[src/include/bbc_mem_defs.svh]
`ifndef BBC_MEM_DEFS_SVH
`define BBC_MEM_DEFS_SVH

// ========================================
// memory bus geometry
// ========================================

// full bus address, bit 18 selects ram
`define BBC_ADDR_W 19
// byte wide data path
`define BBC_DATA_W 8
// offset inside one 16 KB bank
`define BBC_BANK_AW 14
// physical rom banks behind the slot map
`define BBC_ROM_BANKS 16
// 13 banks of 16 KB ram
`define BBC_RAM_DEPTH 212992

// ========================================
// joystick front end
// ========================================

// per-packet mouse movement limit
`define BBC_MDELTA_MAX 10
// fire button inside a joystick button word
`define BBC_JOY_FIRE_BIT 4
// pot value width seen by the adc model
`define BBC_POT_W 12

`endif

[src/joystick_port.sv]
`include "bbc_mem_defs.svh"

module joystick_port (
	input  logic                  emu_active,
	input  logic signed [7:0]     mouse_x,
	input  logic signed [7:0]     mouse_y,
	input  logic                  mouse_fire,
	input  logic [7:0]            joy1_x,
	input  logic [7:0]            joy1_y,
	input  logic [15:0]           joy1_btn,
	input  logic [7:0]            joy2_x,
	input  logic [7:0]            joy2_y,
	input  logic [15:0]           joy2_btn,
	input  logic                  swap_joy,
	output logic [`BBC_POT_W-1:0] pot1_x,
	output logic [`BBC_POT_W-1:0] pot1_y,
	output logic [`BBC_POT_W-1:0] pot2_x,
	output logic [`BBC_POT_W-1:0] pot2_y,
	output logic                  fire1_n,
	output logic                  fire2_n
);

	logic [7:0] a_x;
	logic [7:0] a_y;
	logic       a_fire;
	logic       b_fire;

	// signed axis to inverted pot reading
	function automatic logic [`BBC_POT_W-1:0] pot_conv(input logic [7:0] v);
		logic [7:0] t;
		t = 8'hff - {~v[7], v[6:0]};
		// widen by repeating the top nibble
		return {t, t[7:4]};
	endfunction

	// stick a, mouse overrides joystick 1
	assign a_x    = emu_active ? mouse_x : joy1_x;
	assign a_y    = emu_active ? mouse_y : joy1_y;
	assign a_fire = emu_active ? mouse_fire : joy1_btn[`BBC_JOY_FIRE_BIT];
	assign b_fire = joy2_btn[`BBC_JOY_FIRE_BIT];

	// port mux
	assign pot1_x  = swap_joy ? pot_conv(joy2_x) : pot_conv(a_x);
	assign pot1_y  = swap_joy ? pot_conv(joy2_y) : pot_conv(a_y);
	assign pot2_x  = swap_joy ? pot_conv(a_x) : pot_conv(joy2_x);
	assign pot2_y  = swap_joy ? pot_conv(a_y) : pot_conv(joy2_y);
	// fire lines are active low
	assign fire1_n = swap_joy ? ~b_fire : ~a_fire;
	assign fire2_n = swap_joy ? ~a_fire : ~b_fire;

endmodule

[config.mk]
export PLATFORM = sky130hd
export DESIGN_NAME = joystick_port
export DESIGN_NICKNAME = d
export VERILOG_FILES = /design/src/joystick_port.sv
export VERILOG_INCLUDE_DIRS = /design/src /design/src/include
export SDC_FILE = /design/constraint.sdc
export NUM_CORES = 1
export LEC_CHECK = 0
export BUFFER_PORTS_ARGS = -buffer_cell sky130_fd_sc_hd__buf_2
export CAP_MARGIN = 20
export CORE_ASPECT_RATIO = 0.7
export CORE_MARGIN = 4
export CORE_UTILIZATION = 25
export DETAILED_ROUTE_END_ITERATION = 12
export PLACE_DENSITY = 0.77
export SLEW_MARGIN = 0
export SYNTH_ARGS = -nofsm -noshare
export SYNTH_HDL_FRONTEND = slang
export SYNTH_SLANG_ARGS = --single-unit
[constraint.sdc]
create_clock -name vclk -period 1.5
set_input_delay 0.3 -clock vclk [all_inputs]
set_output_delay 0.3 -clock vclk [all_outputs]
set_load 0.02 [all_outputs]
# Yosys cells after proc, flatten, opt, wreduce, memory -nomap -nowiden

Index checks and enable logic that the tools add are counted.
W data, S select, Z words.

Output and inout port bits: 50
Bits in registers: 0
Input port bits: 83
Word-level logic and storage cells: 19

Add/subtract/negate cells: 4
Bitwise gates (word level): 6
Multiplexer cells: 9

Operators by type and width:

| operator              | number |
|---|---|
| $mux W12              | 4 |
| $sub A8 B8 Y8 const A | 4 |
| $mux W8               | 2 |
| $not A1 Y1            | 6 |
| $mux W1               | 3 |

# Longest topological paths before layout

Depth in word-level cells: 4
Gate-level depth with buffers: 5
Gate-level depth less buffers: 2

# Worst setup path before layout

OpenSTA, ideal clock, no wires.

Path kind: input port to output port
From: in emu_active
To: out pot2_y[10]
Required time: 1.200 ns
Arrival time: 1.506 ns
Buffers on the path: 3
Path slack: -0.306 ns
Stages on the path: 5
Cells stage by stage: buf_6 -> buf_12 -> mux2_4 -> mux2i_1 -> buf_4

Word-level cells in the longest chain between the ends: 3

RTL lines:

| what               | RTL line            | RTL |
|---|---|---|
| start: declaration | joystick_port.sv:4  | `input logic emu_active,` |
| $mux W8            | joystick_port.sv:38 | `assign a_y = emu_active ? mouse_y : joy1_y;` |
| $sub A8 B8 Y8      | joystick_port.sv:31 | `t = 8'hff - {~v[7], v[6:0]};` |
| $mux W12           | joystick_port.sv:46 | `assign pot2_y = swap_joy ? pot_conv(a_y) : pot_conv(joy2_y);` |
| end: declaration   | joystick_port.sv:18 | `` output logic [`BBC_POT_W-1:0] pot2_y, `` |

No other way between the ends.

# Worst setup path after layout

From: in emu_active
To: out pot2_y[8]

Same word-level chain as after synthesis.

==> results.toml <==
[logic_synthesis]
postSynthAreaPerCell_um2 = 9.59
synth_seq_area_share_pct = 0
synthAdderAreaFrac_pct = 0
synth_compound_area_share_pct = 1.36
syn_nets = 160
synthMuxAreaShare_pct = 73.1
yosys-top-cells-count = "mux2i_1 (34), buf_4 (17), mux2_4 (8), mux2_2 (7), buf_2 (3)"
synth_top_family_by_area = "multiplexers"
synth.distinct_cells = 10
synthSimpleGateAreaFrac_pct = 1.02
synth_cells = 77
synthesis.area_um2 = 738
synth.area.top_cells = "mux2i_1 (46%), buf_4 (17%), mux2_4 (16%)"
synth-xor-area-share_pct = 0
synth_top_area_share_pct = 46.1
yosysTopAreaCell = "mux2i_1"
synth_most_common_cell = "mux2i_1"
yosysWarningCount = 0

[routing]
first_pass_iters = 2
drt_iter0_drc = 10
drc_errors = 0
antenna_left = 0
via_per_inst = 4.40
num_vias = 884
wl_per_cell_um = 12.2
routed_wl_mm = 2.45

[critical_path]
setup.worst_path.end_class = "output pin"
arrival_ps = 1200
cp.required_ps = 1200
crit_path_max_fanout = 6
crit_path_start_kind = "input pin"
critPathKind = "input pin to output pin"

[global_route]
grt_max_degree = 21
grt_pass1_wl_mm = 3.53
antenna_found_initial = 0
grt.total_usage_pct = 11.1
grt_pass1_vias = 835
grt_overflow = 0

[sta]
slew_viol_final = 0
setup_violations = 1
slew_headroom_pct = 88.1
fin_setup_tns_ps = -2.96
rsz0062_at_grt = "true"
hold_violations = 0
finalCritPeriodShare_pct = 100
max_freq_mhz = 665
worst_pin_slew_ps = 175
fin_crit_ps = 1500
setup_slack_ps = -2.96

[power]
ir_drop_uv = 239
p_per_area_mw_per_mm2 = 456
p_leak_nw = 0.804

[placed_design]
dp_hpwl_mm = 2.06
io_buffers = 103
gp_congestion = 0.675

[floorplanning]
ios = 133
core-area_mm2 = 0.00280
start_util_pct = 26.3
fp.dieH_um = 53.5
fp-row-count = 16
die-area_mm2 = 0.00390
die_w_um = 73.0

[final_layout]
drive_gt1_share_pct = 91.5
regArea_um2 = 0
antenna_cells = 0
layout.nets = 250
seq_cell_count = 0
clock_buffers = 0
postLayoutCoreUtil_pct = 56.6
areaGrowthSynthToFinish_pct = 115

[worst_hold_path]
worstHoldPathCells = 3
min_to = "pot1_y[7]"
hp-start = "joy2_y[3]"
min_path_type = "input pin to output pin"

[run_status]
violations = "negative setup slack"
status = "complete, but fails checks"

[run]
maxCapViolations = 0
==> area by class of cell <==
| type | count | area (um2) |
|---|---|---|
| Tap cell | 36 | 45.0 |
| Multi-Input combinational cell | 53 | 792 |
| Fill cell | 256 | 1220 |
| Inverter | 2 | 7.51 |
| Timing Repair Buffer | 110 | 742 |
==> cells by family (layout without fill, tap and decap cells) <==
group                  Yosys count  after routing
AND/OR/NAND/NOR                  2              2
multiplexers                    49             49
AO/OA/AOI/OAI                    2              2
buffers and inverters           24            112
==> per-stage QoR <==
step,worst slack (ps),power [W],hold WS [ps],instances,area (um2)
6_report,-2.96,0.000723,897,201,1590
5_1_grt,-28.8,0.000764,912,201,1590
4_1_cts,-4.44,0.000707,894,201,1550
3_5_place_dp,-116,0.000651,894,200,1430
3_3_place_gp,-126,0.000645,890,200,1430
2_1_floorplan,-81.4,0.000500,667,77,1010
==> layer usage <==
| layer | up-vias | wire, um | track usage [%] |
|---|---|---|---|
| li1 | 441 | - | - |
| met1 | 386 | 838 | 12.5 |
| met2 | 57 | 1290 | 23.2 |
| met3 | 0 | 325 | 1.33 |
| met4 | 0 | 0 | 0 |
| met5 | - | 0 | 0 |
==> critical path: stages <==
cell     delay (ps)
buf_12          120
buf_8           130
mux2_4          320
mux2i_4         160
buf_4           170
==> report_power, final <==
| group | leakage (nW) | internal (W) | switching [W] |
|---|---|---|---|
| Sequential | 0 | 0 | 0 |
| Clock | 0 | 0 | 0 |
| Combinational | 0.804 | 0.000362 | 0.000361 |
==> repair_timing <==
item,4_1_cts,5_1_grt
endpoints found under the setup margin,37,20
resized for setup,32,13
hold buffers,0,0
pin swaps,0,0
gates cloned,1,0
setup buffers,0,0
==> placed cells by master, fill, tap and decap left out <==
cell type / instances
a21oi_2: 2
inv_1: 2
mux2i_2: 10
buf_6: 7
buf_12: 4
buf_4: 22
nor2_1: 2
buf_2: 75
mux2_2: 3
buf_16: 1
mux2i_1: 10
mux2i_4: 14
mux2_4: 12
buf_8: 1
==> how the worst max path moves through the flow <==
stage | start | to | slack [ps] | cells past startpoint
floorplan | emu_active | pot1_y[10] | -80 | 5
CTS | emu_active | pot1_y[8] | -4 | 5
detailed placement | emu_active | pot2_y[10] | -120 | 5
global route | emu_active | pot2_y[2] | -30 | 5
finish | emu_active | pot2_y[8] | -3 | 5
global placement | emu_active | pot2_y[10] | -130 | 5
(Power assumes the default switching activity.)
