==> src/include/bbc_mem_defs.svh <==
`ifndef BBC_MEM_DEFS_SVH
`define BBC_MEM_DEFS_SVH

// ========================================
// memory bus geometry
// ========================================

// full bus address, bit 18 selects ram
`define BBC_ADDR_W 19
// byte wide data path
`define BBC_DATA_W 8
// offset inside one 16 KB bank
`define BBC_BANK_AW 14
// physical rom banks behind the slot map
`define BBC_ROM_BANKS 16
// 13 banks of 16 KB ram
`define BBC_RAM_DEPTH 212992

// ========================================
// joystick front end
// ========================================

// per-packet mouse movement limit
`define BBC_MDELTA_MAX 10
// fire button inside a joystick button word
`define BBC_JOY_FIRE_BIT 4
// pot value width seen by the adc model
`define BBC_POT_W 12

`endif

==> src/mouse_axis_emu.sv <==
`include "bbc_mem_defs.svh"

module mouse_axis_emu (
	input  logic              clk_sys,
	input  logic              reset,
	input  logic [24:0]       mouse_packet,
	input  logic [15:0]       joy1_btn,
	input  logic              mouse_joy_off,
	output logic              emu_active,
	output logic signed [7:0] mouse_x,
	output logic signed [7:0] mouse_y,
	output logic              mouse_fire
);

	// ps2 packet fields
	localparam int STB_BIT = 24;
	localparam int X_SIGN  = 4;
	localparam int Y_SIGN  = 5;
	localparam int X_LSB   = 8;
	localparam int Y_LSB   = 16;
	localparam logic signed [8:0] DMAX = `BBC_MDELTA_MAX;

	logic [24:0]       pkt_q;
	logic              stb_prev;
	logic              toggle;
	logic              clear;
	logic signed [8:0] dx;
	logic signed [8:0] dy;
	logic signed [8:0] nx;
	logic signed [8:0] ny;

	// limit one packet's movement
	function automatic logic signed [8:0] clamp_delta(input logic signed [8:0] d);
		if (d > DMAX)
			return DMAX;
		if (d < -DMAX)
			return -DMAX;
		return d;
	endfunction

	// pin the position to the byte range
	function automatic logic signed [7:0] sat8(input logic signed [8:0] v);
		if (v > 9'sd127)
			return 8'sh7f;
		if (v < -9'sd128)
			return 8'sh80;
		return v[7:0];
	endfunction

	// 9 bit deltas, sign from the header byte
	assign dx = clamp_delta($signed({pkt_q[X_SIGN], pkt_q[X_LSB +: 8]}));
	assign dy = clamp_delta($signed({pkt_q[Y_SIGN], pkt_q[Y_LSB +: 8]}));
	// screen y grows downwards
	assign nx = mouse_x + dx;
	assign ny = mouse_y - dy;

	// new packet on either strobe edge
	assign toggle = pkt_q[STB_BIT] ^ stb_prev;
	// real joystick takes the port back
	assign clear = reset || (|joy1_btn) || mouse_joy_off;

	// ========================================
	// position accumulator
	// ========================================
	always_ff @(posedge clk_sys) begin
		pkt_q    <= mouse_packet;
		stb_prev <= pkt_q[STB_BIT];
		if (clear) begin
			emu_active <= 1'b0;
			mouse_x    <= '0;
			mouse_y    <= '0;
		end else if (toggle) begin
			emu_active <= 1'b1;
			mouse_x    <= sat8(nx);
			mouse_y    <= sat8(ny);
		end
	end

	// either button fires
	assign mouse_fire = |mouse_packet[1:0];

endmodule

==> config.mk <==
export PLATFORM = sky130hd
export DESIGN_NAME = mouse_axis_emu
export DESIGN_NICKNAME = d
export VERILOG_FILES = /design/src/mouse_axis_emu.sv
export VERILOG_INCLUDE_DIRS = /design/src /design/src/include
export SDC_FILE = /design/constraint.sdc
export NUM_CORES = 1
export LEC_CHECK = 0
export ABC_CLOCK_PERIOD_IN_PS = 4100
export BUFFER_PORTS_ARGS = -buffer_cell sky130_fd_sc_hd__buf_2
export CAP_MARGIN = 20
export CORE_UTILIZATION = 28
export CTS_BUF_LIST = sky130_fd_sc_hd__clkbuf_8
export DETAILED_ROUTE_END_ITERATION = 7
export PLACE_DENSITY = 0.47
export SYNTH_ARGS = -nofsm -noshare
export SYNTH_HDL_FRONTEND = slang
export SYNTH_SLANG_ARGS = --single-unit
==> constraint.sdc <==
create_clock -name clk_sys -period 4.1 [get_ports clk_sys]
set_input_delay 0.205 -clock clk_sys [delete_from_list [all_inputs] [get_ports clk_sys]]
set_output_delay 0.205 -clock clk_sys [all_outputs]
set_load 0.02 [all_outputs]
---- Yosys cells after proc, flatten, opt, wreduce, memory -nomap -nowiden ----
Cells that the tools add are included.
word-level totals
  input bits .............................. 44
  logic and storage cells ................. 56
  register bits after elaboration ......... 43
  output and inout port bits .............. 18
operators by class
  bitwise logic cells ..................... 1
  muxes and demuxes ....................... 36
  $add $sub $neg .......................... 2
  $lt $le $gt $ge ......................... 8
  reduce and logical (&&, ||, !) cells .... 4
operators by type and width
  kind                                                                              number
  9-bit two-way mux                                                                 8
  8-bit two-way mux                                                                 8
  1-bit two-way mux                                                                 20
  9-bit by 5-bit greater-than comparator with 1-bit output (second input constant)  2
  9-bit by 8-bit greater-than comparator with 1-bit output (second input constant)  2
  9-bit by 5-bit < comparator with 1-bit output (second input constant)             2
  9-bit by 8-bit < comparator with 1-bit output (second input constant)             2
  16-bit OR reduction                                                               1
  8-bit by 9-bit adder with 9-bit output                                            1
  8-bit by 9-bit subtractor with 9-bit output                                       1
  1-bit logical OR                                                                  2
  2-bit OR reduction                                                                1
  1-bit XOR                                                                         1

---- Logic depth before layout (Yosys ltp) ----
  depth after elaboration ................. 15
  mapped depth ............................ 13
  depth with buffers taken out ............ 13

---- Worst setup path after synthesis ----
No wires, ideal clock.
  kind .................................... reg2reg
  from .................................... register pkt_q[4]
  to ...................................... register mouse_x[2]
  arrival ................................. 3,195 ps
  setup time .............................. 95 ps
  buffers on the path ..................... 1
  stages on the path, launching flop included .. 14
  clock period less this slack ............ 3,291 ps
  setup slack ............................. 809 ps
  data required time ...................... 4,005 ps
  cells stage by stage .................... dfxtp_1 -> inv_1 -> or3_1 -> ha_1 -> buf_1 -> nor3b_1 -> ha_1 -> inv_1 -> fa_1 -> o21ai_0 -> a221oi_1 -> xnor2_2 -> a21boi_2 -> a221oi_1
between the ends
  cells in the longest elaborated chain, start to end .. 13
  elaborated cells between the ends (all ways) .. 21
  classes of those cells .................. 1 x add/sub; 4 x order compare; 16 x mux
ends and longest elaborated chain
  what                                           RTL line              RTL
  start, declared                                mouse_axis_emu.sv:23  logic [24:0] pkt_q;
  start signal, assigned                         mouse_axis_emu.sv:66  pkt_q <= mouse_packet;
  9-bit by 5-bit < comparator with 1-bit output  mouse_axis_emu.sv:36  if (d < -DMAX)
  1-bit two-way mux (2 in a row)                 mouse_axis_emu.sv:36
  9-bit two-way mux                              mouse_axis_emu.sv:38  return d;
  9-bit two-way mux *                            mouse_axis_emu.sv:36
  8-bit by 9-bit adder with 9-bit output *       mouse_axis_emu.sv:54  assign nx = mouse_x + dx;
  9-bit by 8-bit < comparator with 1-bit output  mouse_axis_emu.sv:45  if (v < -9'sd128)
  1-bit two-way mux (2 in a row)                 mouse_axis_emu.sv:45
  1-bit two-way mux                              mouse_axis_emu.sv:72  end else if (toggle) begin
  1-bit two-way mux                              mouse_axis_emu.sv:68  if (clear) begin
  8-bit two-way mux                              mouse_axis_emu.sv:47  return v[7:0];
  8-bit two-way mux *                            mouse_axis_emu.sv:45
  end signal, assigned                           mouse_axis_emu.sv:74  mouse_x <= sat8(nx);
  end, declared                                  mouse_axis_emu.sv:10  output logic signed [7:0] mouse_x,
Mark *: on every way between the ends. The rest lies on a longest branch, timed or not. The select of a mux whose other input is x is not followed.
A chain may end at the register's enable or synchronous reset.

---- Final worst setup path ----
  from .................................... register pkt_q[4]
  to ...................................... register mouse_x[6]
Same word-level chain as after synthesis.

==> flow_metrics.py <==
metrics = {
    "die": {
        "ioPinCount": 62,
        "die_height_um": 89.1,
        "die_area_mm2": 0.00794,
        "initial_utilization_pct": 29.2,
        "core_area_mm2": 0.00729,
        "die_w_um": 89.1,
        "row_count": 31,
    },
    "synthesis": {
        "synthFlopType": "dfxtp_1",
        "synth_top_area_share_pct": 34.8,
        "synth_common_cells": "dfxtp_1, o21ai_0, nor2_1, a21oi_1, ha_1",
        "synth.most_common_cell": "dfxtp_1",
        "synthCells": 241,
        "syn-cell-area_mm2": 0.00213,
        "syn_nets": 306,
        "synth_seq_area_share_pct": 34.8,
        "netlist_top_cells_area": "dfxtp_1, ha_1, o21ai_0",
        "synth_enable_flop_cells": 0,
        "synth_cell_type_count": 46,
        "ys_seq_elements": 37,
        "synth.avg_cell_area_um2": 8.82,
        "async_reset_ff_share_pct": 0,
        "yosysWarningCount": 0,
        "synth.largest_area_cell": "dfxtp_1",
    },
    "placement": {
        "io_buffers": 57,
        "dp.final_hpwl_mm": 3.86,
        "place_area_mm2": 0.00257,
        "gp_congestion": 0.848,
    },
    "cells_and_area": {
        "fill_cells": 793,
        "layout-drive-gt1-share_pct": 26.1,
        "diodes": 0,
        "final_util_pct": 38.2,
        "multi_input_area_mm2": 0.00132,
        "area_growth_syn_to_layout_pct": 31.2,
        "regArea_um2": 741,
        "fin_nets": 382,
        "postLayoutCellArea_mm2": 0.00279,
    },
    "sta": {
        "fmax_ghz": 0.277,
        "setup_viol": 0,
        "maxSlewViolCount": 0,
        "fin_crit_ns": 3.61,
        "finalHoldViolCount": 0,
        "rsz0062_at_grt": "no",
        "fin_crit_sh_pct": 88.1,
        "skew_ns": 0.00596,
        "finalSetupTns_ns": 0,
        "slew_headroom_pct": 59.8,
        "tightest_slew_ns": 0.598,
    },
    "clocking": {
        "cts.clk_slew.worst_paths_ns": 0.08,
        "cts_setup_buffers": 0,
        "cts_root_buf": "clkbuf_8",
        "cts_max_level": 2,
        "cts.sinks": 37,
        "tritoncts": "yes",
        "numCtsBuffers": 5,
        "clk_latency_ns": 0.29,
        "clock_path_buffers": 2,
    },
    "pwr": {
        "powerDensity_mw_per_mm2": 298,
        "p_leak_uw": 0.00126,
        "peakVddDrop_v": 0.000171,
    },
    "run_status": {
        "outcome": "completed",
    },
    "route": {
        "wl_mm": 4.90,
        "drt_iter0_drc": 69,
        "wire_per_inst_um": 11.8,
        "firstDrtPassIters": 4,
        "via_count": 1946,
        "route.detailed.drc": 0,
        "antenna_left": 0,
        "via_per_inst": 4.67,
    },
    "critical_path": {
        "ff2ff_path_depth": 12,
        "crit_end": "mouse_x[6]",
        "reg2reg_slack_ns": 0.49,
        "critPathMaxFanout": 8,
        "r2r_start": "pkt_q[4]",
        "critical_path_class": "flop to flop",
        "cp-end-kind": "flop",
        "arrival_ns": 3.81,
        "critical_path_required_ns": 4.29,
        "timing.rr.end": "mouse_x[6]",
        "crit_start": "pkt_q[4]",
        "start_kind": "flop",
    },
    "global_route": {
        "antenna_found_initial": 0,
        "grt_start_max_net_pins": 29,
        "grt_overflow_total": 0,
        "first_global_vias": 1727,
        "grt_pass1_wl_mm": 7.77,
        "grt_usage_pct": 12.9,
    },
    "min_path": {
        "hold_path_class": "input port to flop",
    },
    "job": {
        "cap_violations": 0,
    },
}
==> placed cells by master (no fill, tap or decap), types with 3 or more instances in the layout <==
cell type / instances
nand2_1: 10
dlygate4sd3_1: 10
maj3_1: 6
ha_1: 19
nor4_1: 5
a21o_1: 5
clkbuf_8: 5
a211oi_1: 5
xnor2_1: 5
a21oi_1: 20
nor2_1: 26
or3_1: 5
xor2_1: 5
o21ai_0: 27
nor2b_1: 4
buf_2: 57
a221oi_1: 3
dfxtp_1: 37
buf_4: 6
inv_1: 15
==> worst max-delay path: stages, from the launching register on <==
cell and delay (ns):
dfxtp_1 0.38, inv_1 0.10, or3_1 0.37, ha_1 0.38, nor3b_1 0.36, ha_1 0.27, inv_1 0.06, fa_1 0.40
o21ai_0 0.30, a221oi_1 0.17, xnor2_2 0.29, a21boi_2 0.14, a221oi_1 0.28
==> routing by layer <==
layer / up-vias / GRT usage [%] / share of wire (%) / routed length [µm]
li1: 1038 / - / - / -
met1: 844 / 17.5 / 52 / 2570
met2: 62 / 20.2 / 41 / 1990
met3: 2 / 3.32 / 6.4 / 313
met4: 0 / 3.90 / 0.69 / 34
met5: - / 0 / 0 / 0
==> where the power goes <==
| group | switching (µW) | total, µW | internal, µW |
|---|---|---|---|
| combinational | 67.6 | 134 | 66.2 |
| clock | 137 | 319 | 182 |
| sequential | 7.58 | 377 | 370 |
| total | 212 | 830 | 618 |
==> timing repair <==
item	CTS	global route
hold buffers	5	5
endpoints found under the hold margin	5	5
resized for setup	0	0
==> worst min-delay path by stage <==
stage / startpoint / endpoint / cells past startpoint
2_1_floorplan: mouse_packet[10] / pkt_q[10] / 0
3_3_place_gp: mouse_packet[12] / pkt_q[12] / 1
3_5_place_dp: mouse_packet[12] / pkt_q[12] / 1
6_report: mouse_packet[18] / pkt_q[18] / 1
4_1_cts: mouse_packet[13] / pkt_q[13] / 1
5_1_grt: mouse_packet[10] / pkt_q[10] / 1
==> cells by family (layout without fill, tap and decap cells) <==
group / after synthesis / count (layout) / synth area share, %
simple gates: 64 / 64 / 15.2
flops: 37 / 37 / 34.8
mux: 1 / 1 / 0.471
xor+xnor: 13 / 13 / 6.06
buf+inv: 20 / 97 / 3.53
compound gates: 79 / 79 / 24.0
fa+ha+maj: 27 / 27 / 15.9
==> sequential cells by signal, summed over array words and instances, names as in the netlist <==
| signal | flops |
|---|---|
| pkt_q | 19 |
| mouse_x | 8 |
| mouse_y | 8 |
| emu_active | 1 |
| stb_prev | 1 |
==> final cells by class <==
class	instances	share of cell area, %
inverter	15	2.02
clock buffer	5	2.47
tap	99	4.44
timing repair buffer	74	15.6
sequential	37	26.6
clock inverter	3	1.66
multi-input combinational	184	47.2
==> per-stage QoR <==
stage	instances	power (µW)	setup slack, ns	hold slack [ns]
floorplan	241	468	0.809	0.233
global placement	398	512	0.537	0.307
detailed placement	398	513	0.505	0.309
CTS	411	843	0.487	0.000313
global route	417	878	0.209	0.00000275
finish	417	830	0.487	0.0162
Power figures use the tool's default switching activity.
