## src/include/bbc_mem_defs.svh

```systemverilog
`ifndef BBC_MEM_DEFS_SVH
`define BBC_MEM_DEFS_SVH

// ========================================
// memory bus geometry
// ========================================

// full bus address, bit 18 selects ram
`define BBC_ADDR_W 19
// byte wide data path
`define BBC_DATA_W 8
// offset inside one 16 KB bank
`define BBC_BANK_AW 14
// physical rom banks behind the slot map
`define BBC_ROM_BANKS 16
// 13 banks of 16 KB ram
`define BBC_RAM_DEPTH 212992

// ========================================
// joystick front end
// ========================================

// per-packet mouse movement limit
`define BBC_MDELTA_MAX 10
// fire button inside a joystick button word
`define BBC_JOY_FIRE_BIT 4
// pot value width seen by the adc model
`define BBC_POT_W 12

`endif

```

## src/bbc_cfg_pkg.sv

```systemverilog
package bbc_cfg_pkg;

	// ========================================
	// machine configuration
	// ========================================

	// machine model, latched during reset
	typedef enum logic {
		model_b      = 1'b0,
		model_master = 1'b1
	} model_e;

	// filing system option from the menu
	// encodings 5..7 are unused
	typedef enum logic [2:0] {
		mmfs1     = 3'd0,
		mmfs2     = 3'd1,
		dfs       = 3'd2,
		mmfs1_dfs = 3'd3,
		mmfs2_dfs = 3'd4
	} fs_opt_e;

endpackage

```

## src/bbc_bus_pkg.sv

```systemverilog
package bbc_bus_pkg;

	`include "bbc_mem_defs.svh"

	// logical 16 KB slot as the cpu sees it
	typedef logic [3:0] slot_t;
	// physical rom bank in the rom array
	typedef logic [3:0] bank_t;

	// normal view of the address
	typedef struct packed {
		logic                    ram_sel;
		slot_t                   slot;
		logic [`BBC_BANK_AW-1:0] offset;
	} mem_addr_log_t;

	// rom load view, bank is physical
	typedef struct packed {
		logic                    spare;
		bank_t                   bank;
		logic [`BBC_BANK_AW-1:0] offset;
	} mem_addr_load_t;

	// one bus address, two decodes
	typedef union packed {
		mem_addr_log_t  logical;
		mem_addr_load_t load;
	} mem_addr_u;

endpackage

```

## src/mem_bus_if.sv

```systemverilog
interface mem_bus_if;

	// address from the wishbone side
	bbc_bus_pkg::mem_addr_u addr;
	// mapped physical bank
	bbc_bus_pkg::bank_t     bank;
	// slot holds a live rom
	logic                   rom_enable;
	// machine configuration
	bbc_cfg_pkg::model_e    model;
	bbc_cfg_pkg::fs_opt_e   fs_opt;

	// memory side, asks for a mapping
	modport requester (
		output addr,
		input  bank,
		input  rom_enable
	);

	// slot decoder side
	modport mapper (
		input  addr,
		input  model,
		input  fs_opt,
		output bank,
		output rom_enable
	);

endinterface

```

## src/rom_slot_map.sv

```systemverilog
module rom_slot_map (
	mem_bus_if.mapper bus
);

	bbc_bus_pkg::slot_t slot;
	bbc_bus_pkg::bank_t bank;
	logic               enable;
	// filing system decode
	logic               mmfs1_sel;
	logic               mmfs_on;
	logic               dfs_on;

	assign slot = bus.addr.logical.slot;

	// v1 images sit in their own banks
	assign mmfs1_sel = (bus.fs_opt == bbc_cfg_pkg::mmfs1) ||
		(bus.fs_opt == bbc_cfg_pkg::mmfs1_dfs);
	assign mmfs_on = mmfs1_sel || (bus.fs_opt == bbc_cfg_pkg::mmfs2) ||
		(bus.fs_opt == bbc_cfg_pkg::mmfs2_dfs);
	assign dfs_on = (bus.fs_opt == bbc_cfg_pkg::dfs) ||
		(bus.fs_opt == bbc_cfg_pkg::mmfs1_dfs) ||
		(bus.fs_opt == bbc_cfg_pkg::mmfs2_dfs);

	// ========================================
	// slot to bank table
	// ========================================
	always_comb begin
		// unmapped slots read as zero
		bank   = '0;
		enable = 1'b0;
		if (bus.model == bbc_cfg_pkg::model_master) begin
			case (slot)
				// mmfs for the master
				4'd3: begin
					bank   = mmfs1_sel ? 4'd5 : 4'd15;
					enable = mmfs_on;
				end
				// mos, high rom
				4'd4: begin
					bank   = 4'd6;
					enable = 1'b1;
				end
				// dfs
				4'd9: begin
					bank   = 4'd7;
					enable = dfs_on;
				end
				// remaining paged roms, contiguous banks
				4'd10, 4'd11, 4'd12, 4'd13, 4'd14, 4'd15: begin
					bank   = slot - 4'd2;
					enable = 1'b1;
				end
				default: ;
			endcase
		end else begin
			case (slot)
				// dfs
				4'd3: begin
					bank   = 4'd4;
					enable = dfs_on;
				end
				// os 1.2, high rom
				4'd4: begin
					bank   = 4'd0;
					enable = 1'b1;
				end
				// mmfs lives in slot 8 on the b
				4'd8: begin
					bank   = mmfs1_sel ? 4'd1 : 4'd14;
					enable = mmfs_on;
				end
				4'd14: begin
					bank   = 4'd2;
					enable = 1'b1;
				end
				// basic
				4'd15: begin
					bank   = 4'd3;
					enable = 1'b1;
				end
				default: ;
			endcase
		end
	end

	assign bus.bank       = bank;
	assign bus.rom_enable = enable;

endmodule

```

## src/flat_wrapper.sv

```systemverilog
// flat-port wrapper written by rule: the top's interface ports become plain ports
module rom_slot_map_flat 
  (bus_addr, bus_model, bus_fs_opt, bus_bank, bus_rom_enable);
  mem_bus_if bus_i ();
  input wire logic [$bits(bus_i.addr)-1:0] bus_addr;
  input wire logic [$bits(bus_i.model)-1:0] bus_model;
  input wire logic [$bits(bus_i.fs_opt)-1:0] bus_fs_opt;
  output wire logic [$bits(bus_i.bank)-1:0] bus_bank;
  output wire logic [$bits(bus_i.rom_enable)-1:0] bus_rom_enable;
  assign bus_i.addr = bus_addr;
  assign bus_i.model = bus_model;
  assign bus_i.fs_opt = bus_fs_opt;
  assign bus_bank = bus_i.bank;
  assign bus_rom_enable = bus_i.rom_enable;
  rom_slot_map u_core (.bus(bus_i));
endmodule
```

## config.mk

```make
export PLATFORM = sky130hd
export DESIGN_NAME = rom_slot_map_flat
export DESIGN_NICKNAME = d
export VERILOG_FILES = /design/src/bbc_cfg_pkg.sv /design/src/bbc_bus_pkg.sv /design/src/mem_bus_if.sv /design/src/rom_slot_map.sv /design/src/flat_wrapper.sv
export VERILOG_INCLUDE_DIRS = /design/src /design/src/include
export SDC_FILE = /design/constraint.sdc
export NUM_CORES = 1
export LEC_CHECK = 0
export ABC_CLOCK_PERIOD_IN_PS = 800
export BUFFER_PORTS_ARGS = -buffer_cell sky130_fd_sc_hd__clkbuf_2
export CAP_MARGIN = 20
export CORE_AREA = 3 3 40 42
export DETAILED_ROUTE_END_ITERATION = 10
export DIE_AREA = 0 0 43 45
export PLACE_DENSITY = 0.75
export SLEW_MARGIN = 40
export SYNTH_ARGS = -nofsm -noshare
export SYNTH_HDL_FRONTEND = slang
export SYNTH_SLANG_ARGS = --single-unit
export TNS_END_PERCENT = 1
```

## constraint.sdc

```tcl
create_clock -name vclk -period 0.8
set_input_delay 0 -clock vclk [all_inputs]
set_output_delay 0 -clock vclk [all_outputs]
set_load 0.02 [all_outputs]
```

# Yosys cells after proc, flatten, opt, wreduce, memory -nomap -nowiden
# Cells that the tools add are included.
[totals] reg_bits=0 out_inout_bits=5
[classes] addsub=1 n_eq_ne=14 mux=8 reduce_logical=9
[op_table] operator="$eq A4 B4 Y1 const B" count=8
[op_table] operator="$pmux W4 S4" count=2
[op_table] operator="$mux W4" count=3
[op_table] operator="$reduce_or A7 Y1" count=1
[op_table] operator="$eq A3 B2 Y1 const B" count=2
[op_table] operator="$pmux W1 S3" count=2
[op_table] operator="$reduce_or A6 Y1" count=1
[op_table] operator="$logic_or A1 B1 Y1" count=5
[op_table] operator="$eq A4 B2 Y1 const B" count=1
[op_table] operator="$eq A4 B3 Y1 const B" count=1
[op_table] operator="$sub A4 B2 Y4 const B" count=1
[op_table] operator="$eq A3 B1 Y1 const B" count=1
[op_table] operator="$eq A3 B3 Y1 const B" count=1
[op_table] operator="$logic_not A3 Y1" count=1
[op_table] operator="$reduce_or A3 Y1" count=1
[op_table] operator="$mux W1" count=1

# Logic depth before layout (Yosys ltp)
[depth] depth_word=6 ltp_mapped=6

# Worst setup path after synthesis
# OpenSTA, ideal clock, no wires.
[synth_path] path_type="in2out" start="input bus_addr[14]" end="output bus_bank[1]" arrival_ps=977 required_ps=800 setup_slack_ps=-177 path_stages=5 n_path_buf=1 cell_sequence="buf_6 nor4b_4 a21oi_1 or3_1 o311ai_1"
[synth_between] elab_chain_cells=4 elab_cells_between_ends=15 classes_between="add/sub: 1; eq/ne: 10; mux: 3; reduce/logical: 1"
[synth_rtl] item="start: declaration" line="flat_wrapper.sv:5" rtl="input wire logic [$bits(bus_i.addr)-1:0] bus_addr;"
[synth_rtl] item="parallel branches: the longest is 3 deep, another holds $sub A4 B2 Y4"
[synth_rtl] item="$mux W4 *" line="rom_slot_map.sv:31" rtl="if (bus.model == bbc_cfg_pkg::model_master) begin"
[synth_rtl] item="end: declaration" line="flat_wrapper.sv:8" rtl="output wire logic [$bits(bus_i.bank)-1:0] bus_bank;"
# Mark *: on every way between the ends.

# Final worst setup path
[layout_path] start="input bus_addr[15]" end="output bus_bank[2]"
# The elaborated chain is that of the path after synthesis.

==> impl_metrics.ini <==
[outcome]
outcome = finished, violations left
failed_checks = negative setup slack

[sta]
hold_viol = 0
max_freq_mhz = 890
fin_tns_setup_ns = -1.23
post-route-period-util = 1.41
worst_slew_pin_slew_ns = 0.268
layout_setup_ws_ns = -0.324
max_slew_violation_count = 0
worst_slew_margin_rel = 0.820
rsz0062_at_grt = yes
setup_viol = 5
period_minus_slack_ns = 1.12

[job]
maxCapViolations = 0

[floorplan]
io-pin-count = 28
starting_density_of_the_core = 0.308
floorplan.die_area_sq_um = 1940
floorplan.core_area_sq_um = 1280
die_w_um = 43
core.rowCount = 13
die-height_um = 45

[finish]
multi_input_area_sq_um = 390
num-nets-final = 112
area_delta_synth_final_pct = 82.3
design.seq.count = 0
final_design_area_no_fill_sq_um = 721
num-clock-buffers = 0
final.fill_count = 115
antenna-diode-count = 0
post_route_cells_drive_above_1_share = 0.558
area_used_by_sequential_logic_in_the_layout_sq_um = 0

[global_routing]
grt_pass1_vias = 492
grt_start_max_net_pins = 10
groute.usage.overall = 0.137
grt_overflow = 0
grt_first_pass_wirelength_um = 2130
grt_antenna_before_repair = 0

[synth]
synth_fp_nets = 81
synthesis.yosys.warnings = 0
synth_most_common_cell = sky130_fd_sc_hd__nand2_1
synth_sequential_area_ratio = 0
ys_top_cells_by_count = sky130_fd_sc_hd__nand2_1 (7), sky130_fd_sc_hd__a21oi_1 (5), sky130_fd_sc_hd__nor2_1 (5), sky130_fd_sc_hd__o22ai_1 (5)
yosys.area.top_type = sky130_fd_sc_hd__o22ai_1
yosysUniqueCellTypes = 27
syn-cell-area_sq_um = 395
synth.area.top_cells = sky130_fd_sc_hd__o22ai_1 (7.9%), sky130_fd_sc_hd__clkbuf_8 (7.0%), sky130_fd_sc_hd__nand2_1 (6.6%)
postSynthAreaPerCell_sq_um = 6.94
netlist.area_leader.share = 0.0791
synthesis.instances = 57

[setup_path]
worst_ep_arrival_time_ns = 1.12
worst_setup_path_end_kind = output pin
maximum_fanout_encountered_on_the_critical_timing_path = 3
worst_setup_path_start_kind = primary input
timing_worst_setup_path_type = primary input to output pin
required_ns = 0.80

[routing]
route.detailed.drc = 0
route.final.wire_length_um = 1310
dr.pass1.iters = 4
detail_route.wl_per_cell_um = 13.0
route.antenna.remaining_nets = 0
route.vias.total = 533
drt_iter0_markers = 15
post_drt_via_cell_ratio = 5.28

[min_path]
hold-path-cell-count = 4
hold_end = bus_bank[0]
timing.hold.worst.start = bus_addr[16]
hold_path.class = primary input to output pin

[placement]
place.port_buffers = 13
dpl.hpwl_um = 966
postPlaceCellArea_sq_um = 583
routability_driven_placement_congestion_ratio = 0.828

[pwr]
total_leakage_power_nw = 0.327
power_density_nw_per_um2 = 611
irDropWorstVdd_v = 0.000250
design_power_total_w = 0.000441

[clock_network]
ctsHoldBuffers = 0
-- metal layers --
layer	up-vias	routed length [um]	GRT usage
li1	276	-	-
met1	240	498	0.157
met2	17	724	0.296
met3	0	86	0
met4	0	0	0
met5	-	0	0
-- layout make-up --
cell class,instances,share of cell area
multi-input combinational,48,0.542
tap,15,0.0260
timing repair buffer,34,0.405
inverter,4,0.0278
-- logic make-up (layout without fill, tap and decap cells) --
family          after synthesis  after routing  synth area share
mux                           2              2            0.0506
xor+xnor                      2              2            0.0443
compound gates               24             24             0.418
fa+ha+maj                     1              1            0.0316
buf+inv                       9             38             0.177
simple gates                 19             19             0.279
-- power breakdown --
group / leakage, nW / internal (W) / total (W) / switching, W
Clock: 0 / 0 / 0 / 0
Combinational: 0.327 / 0.000237 / 0.000441 / 0.000204
Sequential: 0 / 0 / 0 / 0
-- what timing repair did --
item,in CTS,in global routing
gates cloned,0,0
resized for setup,21,8
setup endpoints to repair,5,5
setup buffers,1,0
endpoints found under the hold margin,0,0
pin swaps,8,2
-- how the worst max path moves through the flow --
stage / start / endpoint / slack (ns)
6_report: bus_addr[15] / bus_bank[2] / -0.32
5_1_grt: bus_addr[15] / bus_bank[2] / -0.36
4_1_cts: bus_addr[15] / bus_bank[2] / -0.34
3_5_place_dp: bus_addr[15] / bus_bank[2] / -0.42
3_3_place_gp: bus_addr[15] / bus_bank[2] / -0.38
2_1_floorplan: bus_addr[14] / bus_bank[1] / -0.14
-- metrics by stage --
step	setup WS, ns	hold slack (ns)	util	cells
5_1_grt	-0.360	0.461	0.561	101
2_1_floorplan	-0.143	0.255	-	57
3_3_place_gp	-0.380	0.435	0.454	100
4_1_cts	-0.343	0.479	0.542	101
3_5_place_dp	-0.416	0.442	0.454	100
6_report	-0.324	0.446	0.561	101
-- critical path: stages --
cell and delay [ns]:
sky130_fd_sc_hd__buf_8 0.09, sky130_fd_sc_hd__inv_4 0.04, sky130_fd_sc_hd__ha_4 0.24, sky130_fd_sc_hd__nand2b_4 0.12
sky130_fd_sc_hd__o311a_4 0.20, sky130_fd_sc_hd__o22ai_4 0.06, sky130_fd_sc_hd__a22o_1 0.23, sky130_fd_sc_hd__clkbuf_8 0.15
-- layout by cell type, fill, tap and decap left out, types with 2 or more instances in the layout --
cell type                  instances
sky130_fd_sc_hd__buf_4            22
sky130_fd_sc_hd__o21ai_0           3
sky130_fd_sc_hd__xor2_1            2
sky130_fd_sc_hd__clkbuf_2          4
sky130_fd_sc_hd__inv_4             2
sky130_fd_sc_hd__inv_1             2
sky130_fd_sc_hd__nor2_1            4
sky130_fd_sc_hd__mux2i_1           2
sky130_fd_sc_hd__buf_6             2
sky130_fd_sc_hd__clkbuf_8          5
sky130_fd_sc_hd__a21oi_1           4
sky130_fd_sc_hd__o22ai_1           4
sky130_fd_sc_hd__nand2_1           7
sky130_fd_sc_hd__or3_1             3
(Power assumes the default switching activity.)
